**src/hdl/vinstr_pkg.sv**
```systemverilog
package vinstr_pkg;

    // field widths of a decoded vector instruction
    localparam int VREG_W = 5;
    localparam int OP_W   = 4;
    localparam int VSEW_W = 2;
    localparam int LMUL_W = 2;
    localparam int IMM_W  = 5;
    localparam int DATA_W = 128;

    // ALU, MUL and LSU
    localparam int NUM_FU = 3;

    typedef enum logic [1:0] {
        FU_NONE = 2'd0,
        FU_ALU  = 2'd1,
        FU_MUL  = 2'd2,
        FU_LSU  = 2'd3
    } fu_e;

    typedef enum logic [1:0] {
        SRC_VREG   = 2'd0,
        SRC_VREG2  = 2'd1,
        SRC_SCALAR = 2'd2,
        SRC_IMM    = 2'd3
    } src_sel_e;

    typedef enum logic [1:0] {
        DEST_NONE = 2'd0,
        DEST_VREG = 2'd1,
        DEST_XREG = 2'd2
    } dest_sel_e;

    typedef enum logic [3:0] {
        LSU_NOP           = 4'd0,
        LSU_LOAD_UNIT     = 4'd4,
        LSU_LOAD_STRIDED  = 4'd5,
        LSU_LOAD_INDEXED  = 4'd6,
        LSU_STORE_UNIT    = 4'd7,
        LSU_STORE_STRIDED = 4'd8,
        LSU_STORE_INDEXED = 4'd9
    } lsu_op_e;

    // stores go to memory only
    function automatic logic is_lsu_store(logic [OP_W-1:0] op);
        return (op == LSU_STORE_UNIT) || (op == LSU_STORE_STRIDED) ||
               (op == LSU_STORE_INDEXED);
    endfunction

    function automatic logic reads_vreg(src_sel_e sel);
        return (sel == SRC_VREG) || (sel == SRC_VREG2);
    endfunction

endpackage

```
**src/hdl/ist_pkg.sv**
```systemverilog
package ist_pkg;

    import vinstr_pkg::*;

    localparam int NUM_SLOTS  = 8;
    localparam int SLOT_IDX_W = 3;
    localparam int COUNT_W    = 4;

    // slot lifetime, in order
    typedef enum logic [2:0] {
        ST_EMPTY = 3'd0,
        ST_ISSUE = 3'd1,
        ST_READ  = 3'd2,
        ST_EXEC  = 3'd3,
        ST_WB    = 3'd4
    } slot_state_e;

    typedef struct packed {
        slot_state_e           state;
        fu_e                   fu;
        logic [OP_W-1:0]       op;
        logic [VSEW_W-1:0]     vsew;
        logic [LMUL_W-1:0]     lmul;
        src_sel_e              sel_op_a;
        src_sel_e              sel_op_b;
        dest_sel_e             sel_dest;
        logic [VREG_W-1:0]     src_a;
        logic [VREG_W-1:0]     src_b;
        logic [VREG_W-1:0]     dest;
        logic [IMM_W-1:0]      imm;
    } ist_entry_t;

endpackage

```
**src/hdl/ist_if.sv**
```systemverilog
`timescale 1ns/1ps

interface ist_if
    import vinstr_pkg::*;
    import ist_pkg::*;
();

    ist_entry_t            entries [NUM_SLOTS];

    // one-cycle strobes, applied by the table at the next edge
    logic                  dispatch_en;
    logic [SLOT_IDX_W-1:0] dispatch_idx;
    // one strobe per unit, index 0 is ALU
    logic [NUM_FU-1:0]     done_en;
    logic [SLOT_IDX_W-1:0] done_idx [NUM_FU];
    logic                  retire_en;
    logic [SLOT_IDX_W-1:0] retire_idx;

    modport tbl (
        output entries,
        input  dispatch_en, dispatch_idx,
        input  done_en, done_idx,
        input  retire_en, retire_idx
    );

    modport reader (
        input  entries,
        output dispatch_en, dispatch_idx
    );

    modport retirer (
        input  entries,
        output done_en, done_idx,
        output retire_en, retire_idx
    );

endinterface

```
**src/hdl/instr_status_table.sv**
```systemverilog
`timescale 1ns/1ps

module instr_status_table
    import vinstr_pkg::*;
    import ist_pkg::*;
(
    input  logic       clk,
    input  logic       nrst,
    input  logic       instr_valid,
    input  ist_entry_t new_entry,
    output logic       full,
    ist_if.tbl         ist
);

    ist_entry_t         slots [NUM_SLOTS];
    // one spare entry on top feeds the shift with an empty slot
    ist_entry_t         upd   [NUM_SLOTS+1];
    ist_entry_t         nxt   [NUM_SLOTS];
    logic [COUNT_W-1:0] count;
    logic [COUNT_W-1:0] alloc_pos;
    logic               accept;

    assign full        = (count == COUNT_W'(NUM_SLOTS));
    assign accept      = instr_valid && !full;
    assign ist.entries = slots;

    // slot index after this cycle's retirement
    assign alloc_pos = ist.retire_en ? count - 1'b1 : count;

    always_comb begin
        // state changes, indexed by the current positions
        for (int i = 0; i < NUM_SLOTS; i++) begin
            upd[i] = slots[i];
            if (slots[i].state == ST_ISSUE) begin
                upd[i].state = ST_READ;
            end
        end
        upd[NUM_SLOTS] = '0;
        if (ist.dispatch_en) begin
            upd[ist.dispatch_idx].state = ST_EXEC;
        end
        for (int u = 0; u < NUM_FU; u++) begin
            if (ist.done_en[u]) begin
                upd[ist.done_idx[u]].state = ST_WB;
            end
        end

        // close the gap left by the retired slot
        for (int i = 0; i < NUM_SLOTS; i++) begin
            if (ist.retire_en && i >= int'(ist.retire_idx)) begin
                nxt[i] = upd[i+1];
            end else begin
                nxt[i] = upd[i];
            end
        end

        if (accept) begin
            nxt[alloc_pos[SLOT_IDX_W-1:0]]       = new_entry;
            nxt[alloc_pos[SLOT_IDX_W-1:0]].state = ST_ISSUE;
        end
    end

    always_ff @(posedge clk) begin
        if (!nrst) begin
            count <= '0;
            for (int i = 0; i < NUM_SLOTS; i++) begin
                slots[i] <= '0;
            end
        end else begin
            count <= count + COUNT_W'(accept) - COUNT_W'(ist.retire_en);
            for (int i = 0; i < NUM_SLOTS; i++) begin
                slots[i] <= nxt[i];
            end
        end
    end

    a_count_bound: assert property (@(posedge clk) disable iff (!nrst)
        count <= COUNT_W'(NUM_SLOTS));

    a_retire_live: assert property (@(posedge clk) disable iff (!nrst)
        ist.retire_en |-> slots[ist.retire_idx].state != ST_EMPTY);

    for (genvar u = 0; u < NUM_FU; u++) begin : g_done_chk
        a_done_live: assert property (@(posedge clk) disable iff (!nrst)
            ist.done_en[u] |-> slots[ist.done_idx[u]].state != ST_EMPTY);
    end

endmodule

```
**src/hdl/operand_read_stage.sv**
```systemverilog
`timescale 1ns/1ps

module operand_read_stage
    import vinstr_pkg::*;
    import ist_pkg::*;
(
    input  logic              clk,
    input  logic              nrst,
    ist_if.reader             ist,
    output logic              disp_valid,
    output fu_e               disp_fu,
    output logic [OP_W-1:0]   disp_op,
    output logic [VSEW_W-1:0] disp_vsew,
    output logic [LMUL_W-1:0] disp_lmul,
    output logic [VREG_W-1:0] disp_src_a,
    output logic [VREG_W-1:0] disp_src_b,
    output logic [IMM_W-1:0]  disp_imm
);

    logic                  rd_found;
    logic [SLOT_IDX_W-1:0] rd_idx;
    ist_entry_t            rd_entry;
    logic                  unit_busy;
    logic                  raw_hit;
    logic                  go;
    logic [NUM_SLOTS-1:0]  exec_mask;

    // oldest slot waiting for operands
    always_comb begin
        rd_found = 1'b0;
        rd_idx   = '0;
        for (int i = NUM_SLOTS - 1; i >= 0; i--) begin
            if (ist.entries[i].state == ST_READ) begin
                rd_found = 1'b1;
                rd_idx   = SLOT_IDX_W'(i);
            end
        end
    end

    assign rd_entry = ist.entries[rd_idx];

    // unit still owned by an in-flight slot, or a pending vector write
    always_comb begin
        unit_busy = 1'b0;
        raw_hit   = 1'b0;
        for (int i = 0; i < NUM_SLOTS; i++) begin
            if (ist.entries[i].state inside {ST_EXEC, ST_WB}) begin
                if (ist.entries[i].fu == rd_entry.fu) begin
                    unit_busy = 1'b1;
                end
                if (i < int'(rd_idx) && ist.entries[i].sel_dest == DEST_VREG) begin
                    if (reads_vreg(rd_entry.sel_op_a) &&
                        ist.entries[i].dest == rd_entry.src_a) begin
                        raw_hit = 1'b1;
                    end
                    if (reads_vreg(rd_entry.sel_op_b) &&
                        ist.entries[i].dest == rd_entry.src_b) begin
                        raw_hit = 1'b1;
                    end
                end
            end
        end
    end

    assign go = rd_found && (rd_entry.fu != FU_NONE) && !unit_busy && !raw_hit;

    assign ist.dispatch_en  = go;
    assign ist.dispatch_idx = rd_idx;

    always_ff @(posedge clk) begin
        if (!nrst) begin
            disp_valid <= 1'b0;
        end else begin
            disp_valid <= go;
        end
    end

    // dispatch bus, each unit latches it on disp_valid
    always_ff @(posedge clk) begin
        if (go) begin
            disp_fu    <= rd_entry.fu;
            disp_op    <= rd_entry.op;
            disp_vsew  <= rd_entry.vsew;
            disp_lmul  <= rd_entry.lmul;
            disp_src_a <= rd_entry.src_a;
            disp_src_b <= rd_entry.src_b;
            disp_imm   <= rd_entry.imm;
        end
    end

    always_comb begin
        for (int i = 0; i < NUM_SLOTS; i++) begin
            exec_mask[i] = (ist.entries[i].state == ST_EXEC) &&
                           (ist.entries[i].fu == disp_fu);
        end
    end

    // the dispatched slot is the only one executing on that unit
    a_one_exec: assert property (@(posedge clk) disable iff (!nrst)
        disp_valid |-> $onehot(exec_mask));

endmodule

```
**src/hdl/vec_sequencer.sv**
```systemverilog
`timescale 1ns/1ps

module vec_sequencer
    import vinstr_pkg::*;
    import ist_pkg::*;
(
    input  logic              clk,
    input  logic              nrst,

    // decoded instruction
    input  logic              instr_valid,
    input  dest_sel_e         sel_dest,
    input  logic [VSEW_W-1:0] vsew,
    input  logic [LMUL_W-1:0] lmul,
    input  src_sel_e          sel_op_a,
    input  src_sel_e          sel_op_b,
    input  fu_e               fu_sel,
    input  logic [OP_W-1:0]   op,
    input  logic [VREG_W-1:0] src_a,
    input  logic [VREG_W-1:0] src_b,
    input  logic [VREG_W-1:0] dest,
    input  logic [IMM_W-1:0]  imm,
    output logic              full,

    // dispatch bus to the units
    output logic              disp_valid,
    output fu_e               disp_fu,
    output logic [OP_W-1:0]   disp_op,
    output logic [VSEW_W-1:0] disp_vsew,
    output logic [LMUL_W-1:0] disp_lmul,
    output logic [VREG_W-1:0] disp_src_a,
    output logic [VREG_W-1:0] disp_src_b,
    output logic [IMM_W-1:0]  disp_imm,

    // unit completion
    input  logic              done_alu,
    input  logic              done_mul,
    input  logic              done_lsu,
    input  logic [DATA_W-1:0] result_alu,
    input  logic [DATA_W-1:0] result_mul,
    input  logic [DATA_W-1:0] result_lsu,

    // register file write
    output logic              v_reg_wr_en,
    output logic              x_reg_wr_en,
    output logic [VREG_W-1:0] wr_addr,
    output logic [DATA_W-1:0] wr_data
);

    ist_entry_t new_entry;

    always_comb begin
        new_entry.state    = ST_ISSUE;
        new_entry.fu       = fu_sel;
        new_entry.op       = op;
        new_entry.vsew     = vsew;
        new_entry.lmul     = lmul;
        new_entry.sel_op_a = sel_op_a;
        new_entry.sel_op_b = sel_op_b;
        new_entry.sel_dest = sel_dest;
        new_entry.src_a    = src_a;
        new_entry.src_b    = src_b;
        new_entry.dest     = dest;
        new_entry.imm      = imm;
    end

    ist_if u_ist ();

    instr_status_table u_table (
        .clk         (clk),
        .nrst        (nrst),
        .instr_valid (instr_valid),
        .new_entry   (new_entry),
        .full        (full),
        .ist         (u_ist.tbl)
    );

    operand_read_stage u_read (
        .clk        (clk),
        .nrst       (nrst),
        .ist        (u_ist.reader),
        .disp_valid (disp_valid),
        .disp_fu    (disp_fu),
        .disp_op    (disp_op),
        .disp_vsew  (disp_vsew),
        .disp_lmul  (disp_lmul),
        .disp_src_a (disp_src_a),
        .disp_src_b (disp_src_b),
        .disp_imm   (disp_imm)
    );

    writeback_stage u_wb (
        .clk         (clk),
        .nrst        (nrst),
        .ist         (u_ist.retirer),
        .done_alu    (done_alu),
        .done_mul    (done_mul),
        .done_lsu    (done_lsu),
        .result_alu  (result_alu),
        .result_mul  (result_mul),
        .result_lsu  (result_lsu),
        .v_reg_wr_en (v_reg_wr_en),
        .x_reg_wr_en (x_reg_wr_en),
        .wr_addr     (wr_addr),
        .wr_data     (wr_data)
    );

endmodule

```
**src/hdl/writeback_stage.sv**
```systemverilog
`timescale 1ns/1ps

module writeback_stage
    import vinstr_pkg::*;
    import ist_pkg::*;
(
    input  logic              clk,
    input  logic              nrst,
    ist_if.retirer            ist,
    input  logic              done_alu,
    input  logic              done_mul,
    input  logic              done_lsu,
    input  logic [DATA_W-1:0] result_alu,
    input  logic [DATA_W-1:0] result_mul,
    input  logic [DATA_W-1:0] result_lsu,
    output logic              v_reg_wr_en,
    output logic              x_reg_wr_en,
    output logic [VREG_W-1:0] wr_addr,
    output logic [DATA_W-1:0] wr_data
);

    logic                  done_in    [NUM_FU];
    logic [DATA_W-1:0]     result_in  [NUM_FU];
    logic [DATA_W-1:0]     result_buf [NUM_FU];
    logic                  exec_found [NUM_FU];
    logic [SLOT_IDX_W-1:0] exec_idx   [NUM_FU];
    ist_entry_t            wb_entry;
    logic                  wb_store;
    logic [DATA_W-1:0]     wb_data;

    // unit order matches fu_e minus one
    assign done_in[0]   = done_alu;
    assign done_in[1]   = done_mul;
    assign done_in[2]   = done_lsu;
    assign result_in[0] = result_alu;
    assign result_in[1] = result_mul;
    assign result_in[2] = result_lsu;

    // at most one slot per unit is executing
    always_comb begin
        for (int u = 0; u < NUM_FU; u++) begin
            exec_found[u] = 1'b0;
            exec_idx[u]   = '0;
            for (int i = 0; i < NUM_SLOTS; i++) begin
                if (ist.entries[i].state == ST_EXEC &&
                    ist.entries[i].fu == fu_e'(u + 1)) begin
                    exec_found[u] = 1'b1;
                    exec_idx[u]   = SLOT_IDX_W'(i);
                end
            end
            ist.done_en[u]  = done_in[u] && exec_found[u];
            ist.done_idx[u] = exec_idx[u];
        end
    end

    // result holds until the slot retires, unit stays busy till then
    always_ff @(posedge clk) begin
        for (int u = 0; u < NUM_FU; u++) begin
            if (done_in[u]) begin
                result_buf[u] <= result_in[u];
            end
        end
    end

    // oldest slot in write back
    always_comb begin
        ist.retire_en  = 1'b0;
        ist.retire_idx = '0;
        for (int i = NUM_SLOTS - 1; i >= 0; i--) begin
            if (ist.entries[i].state == ST_WB) begin
                ist.retire_en  = 1'b1;
                ist.retire_idx = SLOT_IDX_W'(i);
            end
        end
    end

    assign wb_entry = ist.entries[ist.retire_idx];
    assign wb_store = (wb_entry.fu == FU_LSU) && is_lsu_store(wb_entry.op);

    always_comb begin
        case (wb_entry.fu)
            FU_MUL:  wb_data = result_buf[1];
            FU_LSU:  wb_data = result_buf[2];
            default: wb_data = result_buf[0];
        endcase
    end

    always_ff @(posedge clk) begin
        if (!nrst) begin
            v_reg_wr_en <= 1'b0;
            x_reg_wr_en <= 1'b0;
        end else begin
            v_reg_wr_en <= ist.retire_en && (wb_entry.sel_dest == DEST_VREG) && !wb_store;
            x_reg_wr_en <= ist.retire_en && (wb_entry.sel_dest == DEST_XREG);
        end
    end

    always_ff @(posedge clk) begin
        if (ist.retire_en) begin
            wr_addr <= wb_entry.dest;
            wr_data <= wb_data;
        end
    end

    a_one_port: assert property (@(posedge clk) disable iff (!nrst)
        !(v_reg_wr_en && x_reg_wr_en));

    for (genvar u = 0; u < NUM_FU; u++) begin : g_done_chk
        // a unit only finishes work that was dispatched to it
        a_done_match: assert property (@(posedge clk) disable iff (!nrst)
            done_in[u] |-> exec_found[u]);
    end

endmodule

```
**config.mk**
```make
export PLATFORM = sky130hd
export DESIGN_NAME = vec_sequencer
export DESIGN_NICKNAME = d
export VERILOG_FILES = /design/src/hdl/vinstr_pkg.sv /design/src/hdl/ist_pkg.sv /design/src/hdl/ist_if.sv /design/src/hdl/instr_status_table.sv /design/src/hdl/operand_read_stage.sv /design/src/hdl/vec_sequencer.sv /design/src/hdl/writeback_stage.sv
export SDC_FILE = /design/constraint.sdc
export NUM_CORES = 2
export LEC_CHECK = 0
export ABC_AREA = 1
export BUFFER_PORTS_ARGS = -buffer_cell sky130_fd_sc_hd__buf_4
export CAP_MARGIN = 20
export CORE_UTILIZATION = 55
export CTS_CLUSTER_SIZE = 25
export DETAILED_ROUTE_END_ITERATION = 16
export GPL_TIMING_DRIVEN = 0
export PLACE_DENSITY = 0.78
export RECOVER_POWER = 50
export SYNTH_ARGS = -nofsm -noshare
export SYNTH_HDL_FRONTEND = slang
export SYNTH_SLANG_ARGS = --single-unit
```
**constraint.sdc**
```tcl
create_clock -name clk -period 18.5 [get_ports clk]
set_clock_uncertainty 0.1 [all_clocks]
set_input_delay 3.7 -clock clk [delete_from_list [all_inputs] [get_ports clk]]
set_output_delay 3.7 -clock clk [all_outputs]
set_load 0.03 [all_outputs]
```
# --- Word-level counts from Yosys, hierarchy flattened ---
# Memory sizes are Yosys's and may differ from the RTL's.
# Cells that the tools add are included.
# Widths: inputs -> output; s select.
op_classes:
  addsub: 3
  order_cmp: 26
  n_eq_ne: 95
  n_mux: 174
  n_bitwise: 6
  n_reduce_logical: 87
ops:
  columns: ["cell", "count"]
  rows:
  - ["$bwmux 351", 4]
  - ["$mux 351", 4]
  - ["$bwmux 312", 2]
  - ["$demux 39 s4", 4]
  - ["$mux 39", 14]
  - ["$mux 312", 1]
  - ["$pmux 128 s2", 1]
  - ["$bmux 39 s3", 2]
  - ["$demux 39 s3", 2]
  - ["$mux 36", 4]
  - ["$mux 3", 37]
  - ["$mux 1", 93]
  - ["$eq 5x5->1", 14]
  - ["$logic_and 1x1->1", 68]
  - ["$eq 3x2->1 const B", 16]
  - ["$eq 2x2->1 const B", 19]
  - ["$eq 2x1->1 const B", 18]
  - ["$eq 3x1->1 const B", 8]
  - ["$eq 3x3->1 const B", 8]
  - ["$not 3->4", 6]
  - ["$ge 4x5->1 const B", 4]
  - ["$lt 4x1->1 const B", 5]
  - ["$reduce_bool 2->1", 9]
  - ["$eq 2x2->1", 8]
  - ["other kinds (16)", 40]
totals:
  register_bits: 477
  ram_bits: 384
  inputBits: 426
  output_inout_bits: 162
  mem_count: 1
mem_list:
  columns: ["name", "depth", "width", "read_ports", "rd_clocked_by_memory_dff", "wr", "line", "source"]
  rows:
  - ["u_wb.result_buf", 3, 128, 3, 0, 3, "writeback_stage.sv:24", "logic [DATA_W-1:0] result_buf [NUM_FU];"]

# --- Logic depth before layout (Yosys ltp) ---
depth:
  depth_word: 57
  depth_mapped: 31
  ltp_nobuf: 29

# --- Modules after synthesis ---
# Synthesis repeated with hierarchy kept, for this count alone.
hier_totals:
  hier_cells: 4705
  hier_area_um2: 39629.3
modules_own_cells:
  columns: ["module", "n_inst", "cells_each", "area_each_um2"]
  rows:
  - ["writeback_stage", 1, 1440, 19578.8]
  - ["instr_status_table", 1, 2397, 15177.1]
  - ["operand_read_stage", 1, 866, 4865.9]
  - ["vec_sequencer", 1, 2, 7.5]

# --- Least setup slack after synthesis ---
# No wires, ideal clock.
synth_path:
  path_type: "reg-to-reg"
  start: "reg u_table.slots, in the netlist u_table.ist.entries[311]"
  end: "reg u_table.slots, in the netlist u_table.ist.entries[101]"
  arrival_ps: 5666
  t_required_ps: 18260
  path_slack_ps: 12594
  stages_incl_launch_ff: 17
  path_cell_list: "dfxtp_1 inv_2 nor3_2 inv_2 nand2_1 nor2_1 inv_2 nor2_1 inv_1 ha_1 nor2_1 inv_1 nor2_1 inv_2 nand2_1 buf_2 a32oi_1"
synth_via:
  word_cells_on_any_way: 171
  classes_between: "order compare: 10; eq/ne: 27; mux: 92; bitwise: 2; reduce/logical: 40"
synth_lines:
  columns: ["item", "line", "source"]
  rows:
  - ["start: declaration", "instr_status_table.sv:15", "ist_entry_t slots [NUM_SLOTS];"]
  - ["start signal: indexed assignment", "instr_status_table.sv:72", "slots[i] <= nxt[i];"]
  - ["$eq 3x3->1 *", "writeback_stage.sv:70", "if (ist.entries[i].state == ST_WB) begin"]
  - ["$mux 1 *", "writeback_stage.sv:70", null]
  - ["net u_ist.retire_en", "ist_if.sv:16", "logic retire_en;"]
  - ["$mux 3", "instr_status_table.sv:28", "assign alloc_pos = ist.retire_en ? count - 1'b1 : count;"]
  - ["$not 3->4 (implied by the code)", "instr_status_table.sv:58, instr_status_table.sv:59", null]
  - ["$ge 4x4->1 (implied by the code) / $lt 4x1->1 (equally long branches)", "instr_status_table.sv:58", "nxt[alloc_pos[SLOT_IDX_W-1:0]] = new_entry;"]
  - ["$logic_and 1x1->1 (implied by the code)", "instr_status_table.sv:58", null]
  - ["$mux 39 (implied by the code)", "instr_status_table.sv:58", null]
  - ["$demux 39 s3", "instr_status_table.sv:58", null]
  - ["$bwmux 312", "instr_status_table.sv:58", null]
  - ["$bwmux 312", "instr_status_table.sv:59", "nxt[alloc_pos[SLOT_IDX_W-1:0]].state = ST_ISSUE;"]
  - ["$mux 312 *", "instr_status_table.sv:57", "if (accept) begin"]
# Mark *: on every way through the listed nets, which the timed path passes. The rest lies on a longest branch. The select of a mux whose other input is x is not followed.
# A chain may end at the register's enable or synchronous reset.

==> run metrics <==
outcome=finished with violations; failing checks=max-capacitance violations, max-slew violations; Synth Flop Type=edfxtp_1; vias in the first global route=32130; CP max FO=87; starting density of the core=between 50% and 60%; Max-Cap Viols=7; Die X=258.7 um; Post-Syn Instances=~3800; CTS clk-pin slew, worst paths=roughly 60 ps; Yosys cell types=50; detailed-route via count=34280; Worst Setup Slack, final=8718 ps; Max transition margin=-274.7%; clock latency at the later pin of the worst-skew pair=a little under 700 ps; TritonCTS clock tree=built; largest net degree at the start of global routing=88; Slew @ Worst Pin=5621 ps; first drt pass iteration count=9; CP bufs+invs=2; count leader, synth=nand2_1; Starting DRT DRC Count=5686; Setup CP Type=in -> reg; Yosys reg bits=~850; worst stage delay on the critical path=roughly 4000 ps; drt wl/cell=30.18 um; post-DP HPWL=around 120000 um; vias per inst=6.348; Final setup viols=0; Post-synth EDFFs=542; Hold Path Depth=2; antenna-violating nets left=0; P&R area growth vs syn=22.98%; nets@finish=4887; core area=around 65000 um2; filler instances=5019; Hold Slack=377.0 ps; share of cells above drive strength 1=16.73%; synth top area cells=edfxtp_1 (45%), dfxtp_1 (17%), nand2_1 (10%); worst path required time=around 19000 ps; GR Overflow Total=0; syn nets=around 4200; GP Congestion=about 1.1; nature of the critical path endpoint=flip-flop; Arr. time, crit path=9810 ps; worst path cell trace=clkbuf_1, clkbuf_1; site row count=93; Synth top cells by count=nand2_1 (963), edfxtp_1 (542), nand3_1 (428); RSZ-0062 raised after global routing=false; pre-CTS setup slack=12100 ps; Total GRT Usage=between 40% and 50%; # clock sinks=845; global-route wire length before repair=224300 um; post-synth top area cell=edfxtp_1; setup_tns=0 ps; TritonCTS Buffers=87; initial antenna violation count=29; clock root cell=clkbuf_16; I/O pins=588; Worst path depth=2; hold crit path type=reg -> reg; Tmin final=9782 ps; Die ar.=between 60000 and 70000 um2; Clock Path Buffers=3; Buffers on Ports=584; final hold vios=0; FF-to-FF path depth=11; Period Utilization, post-route=52.88%; crit start category=primary input; Die H=258.7 um; H-tree Lvls=3; Post-Syn Area=~36000 um2; crit-path most repeated cell=clkbuf_1; fmax=0.1022 GHz; hold buffer count at CTS=0; Post-CTS Resized=0; top cell family by delay on the critical path=buffers and inverters; Seq/Total Area, Yosys=61.66%; Routed Wire Length=163000 um; fin. max-slew vios=between 400 and 500; drt drc=0; ys async rst share=0%; post-synth top area share=between 40% and 50%; critical-path cell with the highest stage delay=clkbuf_1; Avg Inst Size Synth=9.605 um2; Post-CTS Setup Inserts=0; Yosys warnings=0
-- cells in the final DEF, fill, tap and decap left out, drive strengths merged, types with 3 or more instances in the layout --
cell type    n
a211oi       3
a21oi      111
a221oi      25
a22o         5
a22oi       30
a311oi       4
a31oi       14
a32o         5
a32oi      139
buf        255
bufinv       4
clkbuf     670
clkinv      42
dfxtp      303
diode       20
edfxtp     542
ha           6
inv        303
nand2      979
nand3      428
nand3b      21
nand4       48
nor2       230
nor3        41
nor4        10
o2111ai      6
o211ai      18
o21ai      208
o22ai       35
o31ai        6
o32ai        4
xnor2        4
xor2        17
-- cell families (layout without fill, tap and decap cells) --
logic type | after synthesis | count (layout) | share of synthesized area, %
DFF | 845 | 845 | 61.66
AOI/OAI and AO/OA | 617 | 617 | 11.16
adders and majority gates | 7 | 7 | 0.2625
buffers and inverters | 523 | 1276 | 5.577
xor gates and xnor gates | 21 | 21 | 0.5076
and+or+nand+nor | 1759 | 1759 | 20.83
other | 0 | 20 | 0
-- registers in the layout, summed over array words and instances, names as in the netlist --
name,flops
u_read.disp_src_a,5
u_table.count,4
u_table.ist.entries,296
u_wb.wr_addr,5
u_read.disp_op,4
u_read.disp_fu,2
u_wb.result_buf,384
u_wb.x_reg_wr_en,1
u_read.disp_valid,1
u_read.disp_vsew,2
u_read.disp_lmul,2
u_read.disp_src_b,5
u_wb.wr_data,128
u_read.disp_imm,5
u_wb.v_reg_wr_en,1
-- layer usage --
layer / GRT usage, % / vias to the layer above / wire length, um
met3: 16.93 / 734 / 23440
li1: - / 14600 / -
met4: 34.40 / 18 / 14310
met5: 0 / - / 123
met2: 70.28 / 2840 / 70410
met1: 58.09 / 16080 / 54680
-- stage by stage --
stage,std cells,cell area (um2),util (%)
6_report,5400,44560,68.74
5_1_grt,5397,44550,68.73
4_1_cts,5377,44700,68.96
3_5_place_dp,5217,41850,64.58
3_3_place_gp,5211,41690,64.32
2_1_floorplan,3772,36230,-
-- layout make-up --
cell class	count	area, um2	area share [%]
multi-input cells	2404	11840	26.56
flip-flops and latches	845	22340	50.14
plain buffers	216	863.3	1.938
clock buffers	116	2397	5.381
well taps	855	1070	2.401
clock inverters	44	446.7	1.003
repair buffers	593	4398	9.871
diodes	20	50.05	0.1123
inverters	307	1154	2.589
-- worst min-delay path, stage by stage (launching register included) --
cell	delay [ps]
dfxtp_1	310
nand2_1	60
a22oi_1	60
-- worst paths after layout --
path | from | end | slack, ps
max | done_mul | u_wb.result_buf[0][218]$_DFFE_PP_ | 8720
min | u_table.ist.entries[131]$_SDFF_PN0_ | u_table.ist.entries[131]$_SDFF_PN0_ | 380
min reg2reg | u_table.ist.entries[131]$_SDFF_PN0_ | u_table.ist.entries[131]$_SDFF_PN0_ | 380
max reg2reg | u_table.ist.entries[311]$_SDFF_PN0_ | u_wb.v_reg_wr_en$_SDFF_PN0_ | 9290
Power is not shown: default switching activity piles up to over one toggle a cycle in this logic, so the estimate is an artifact.
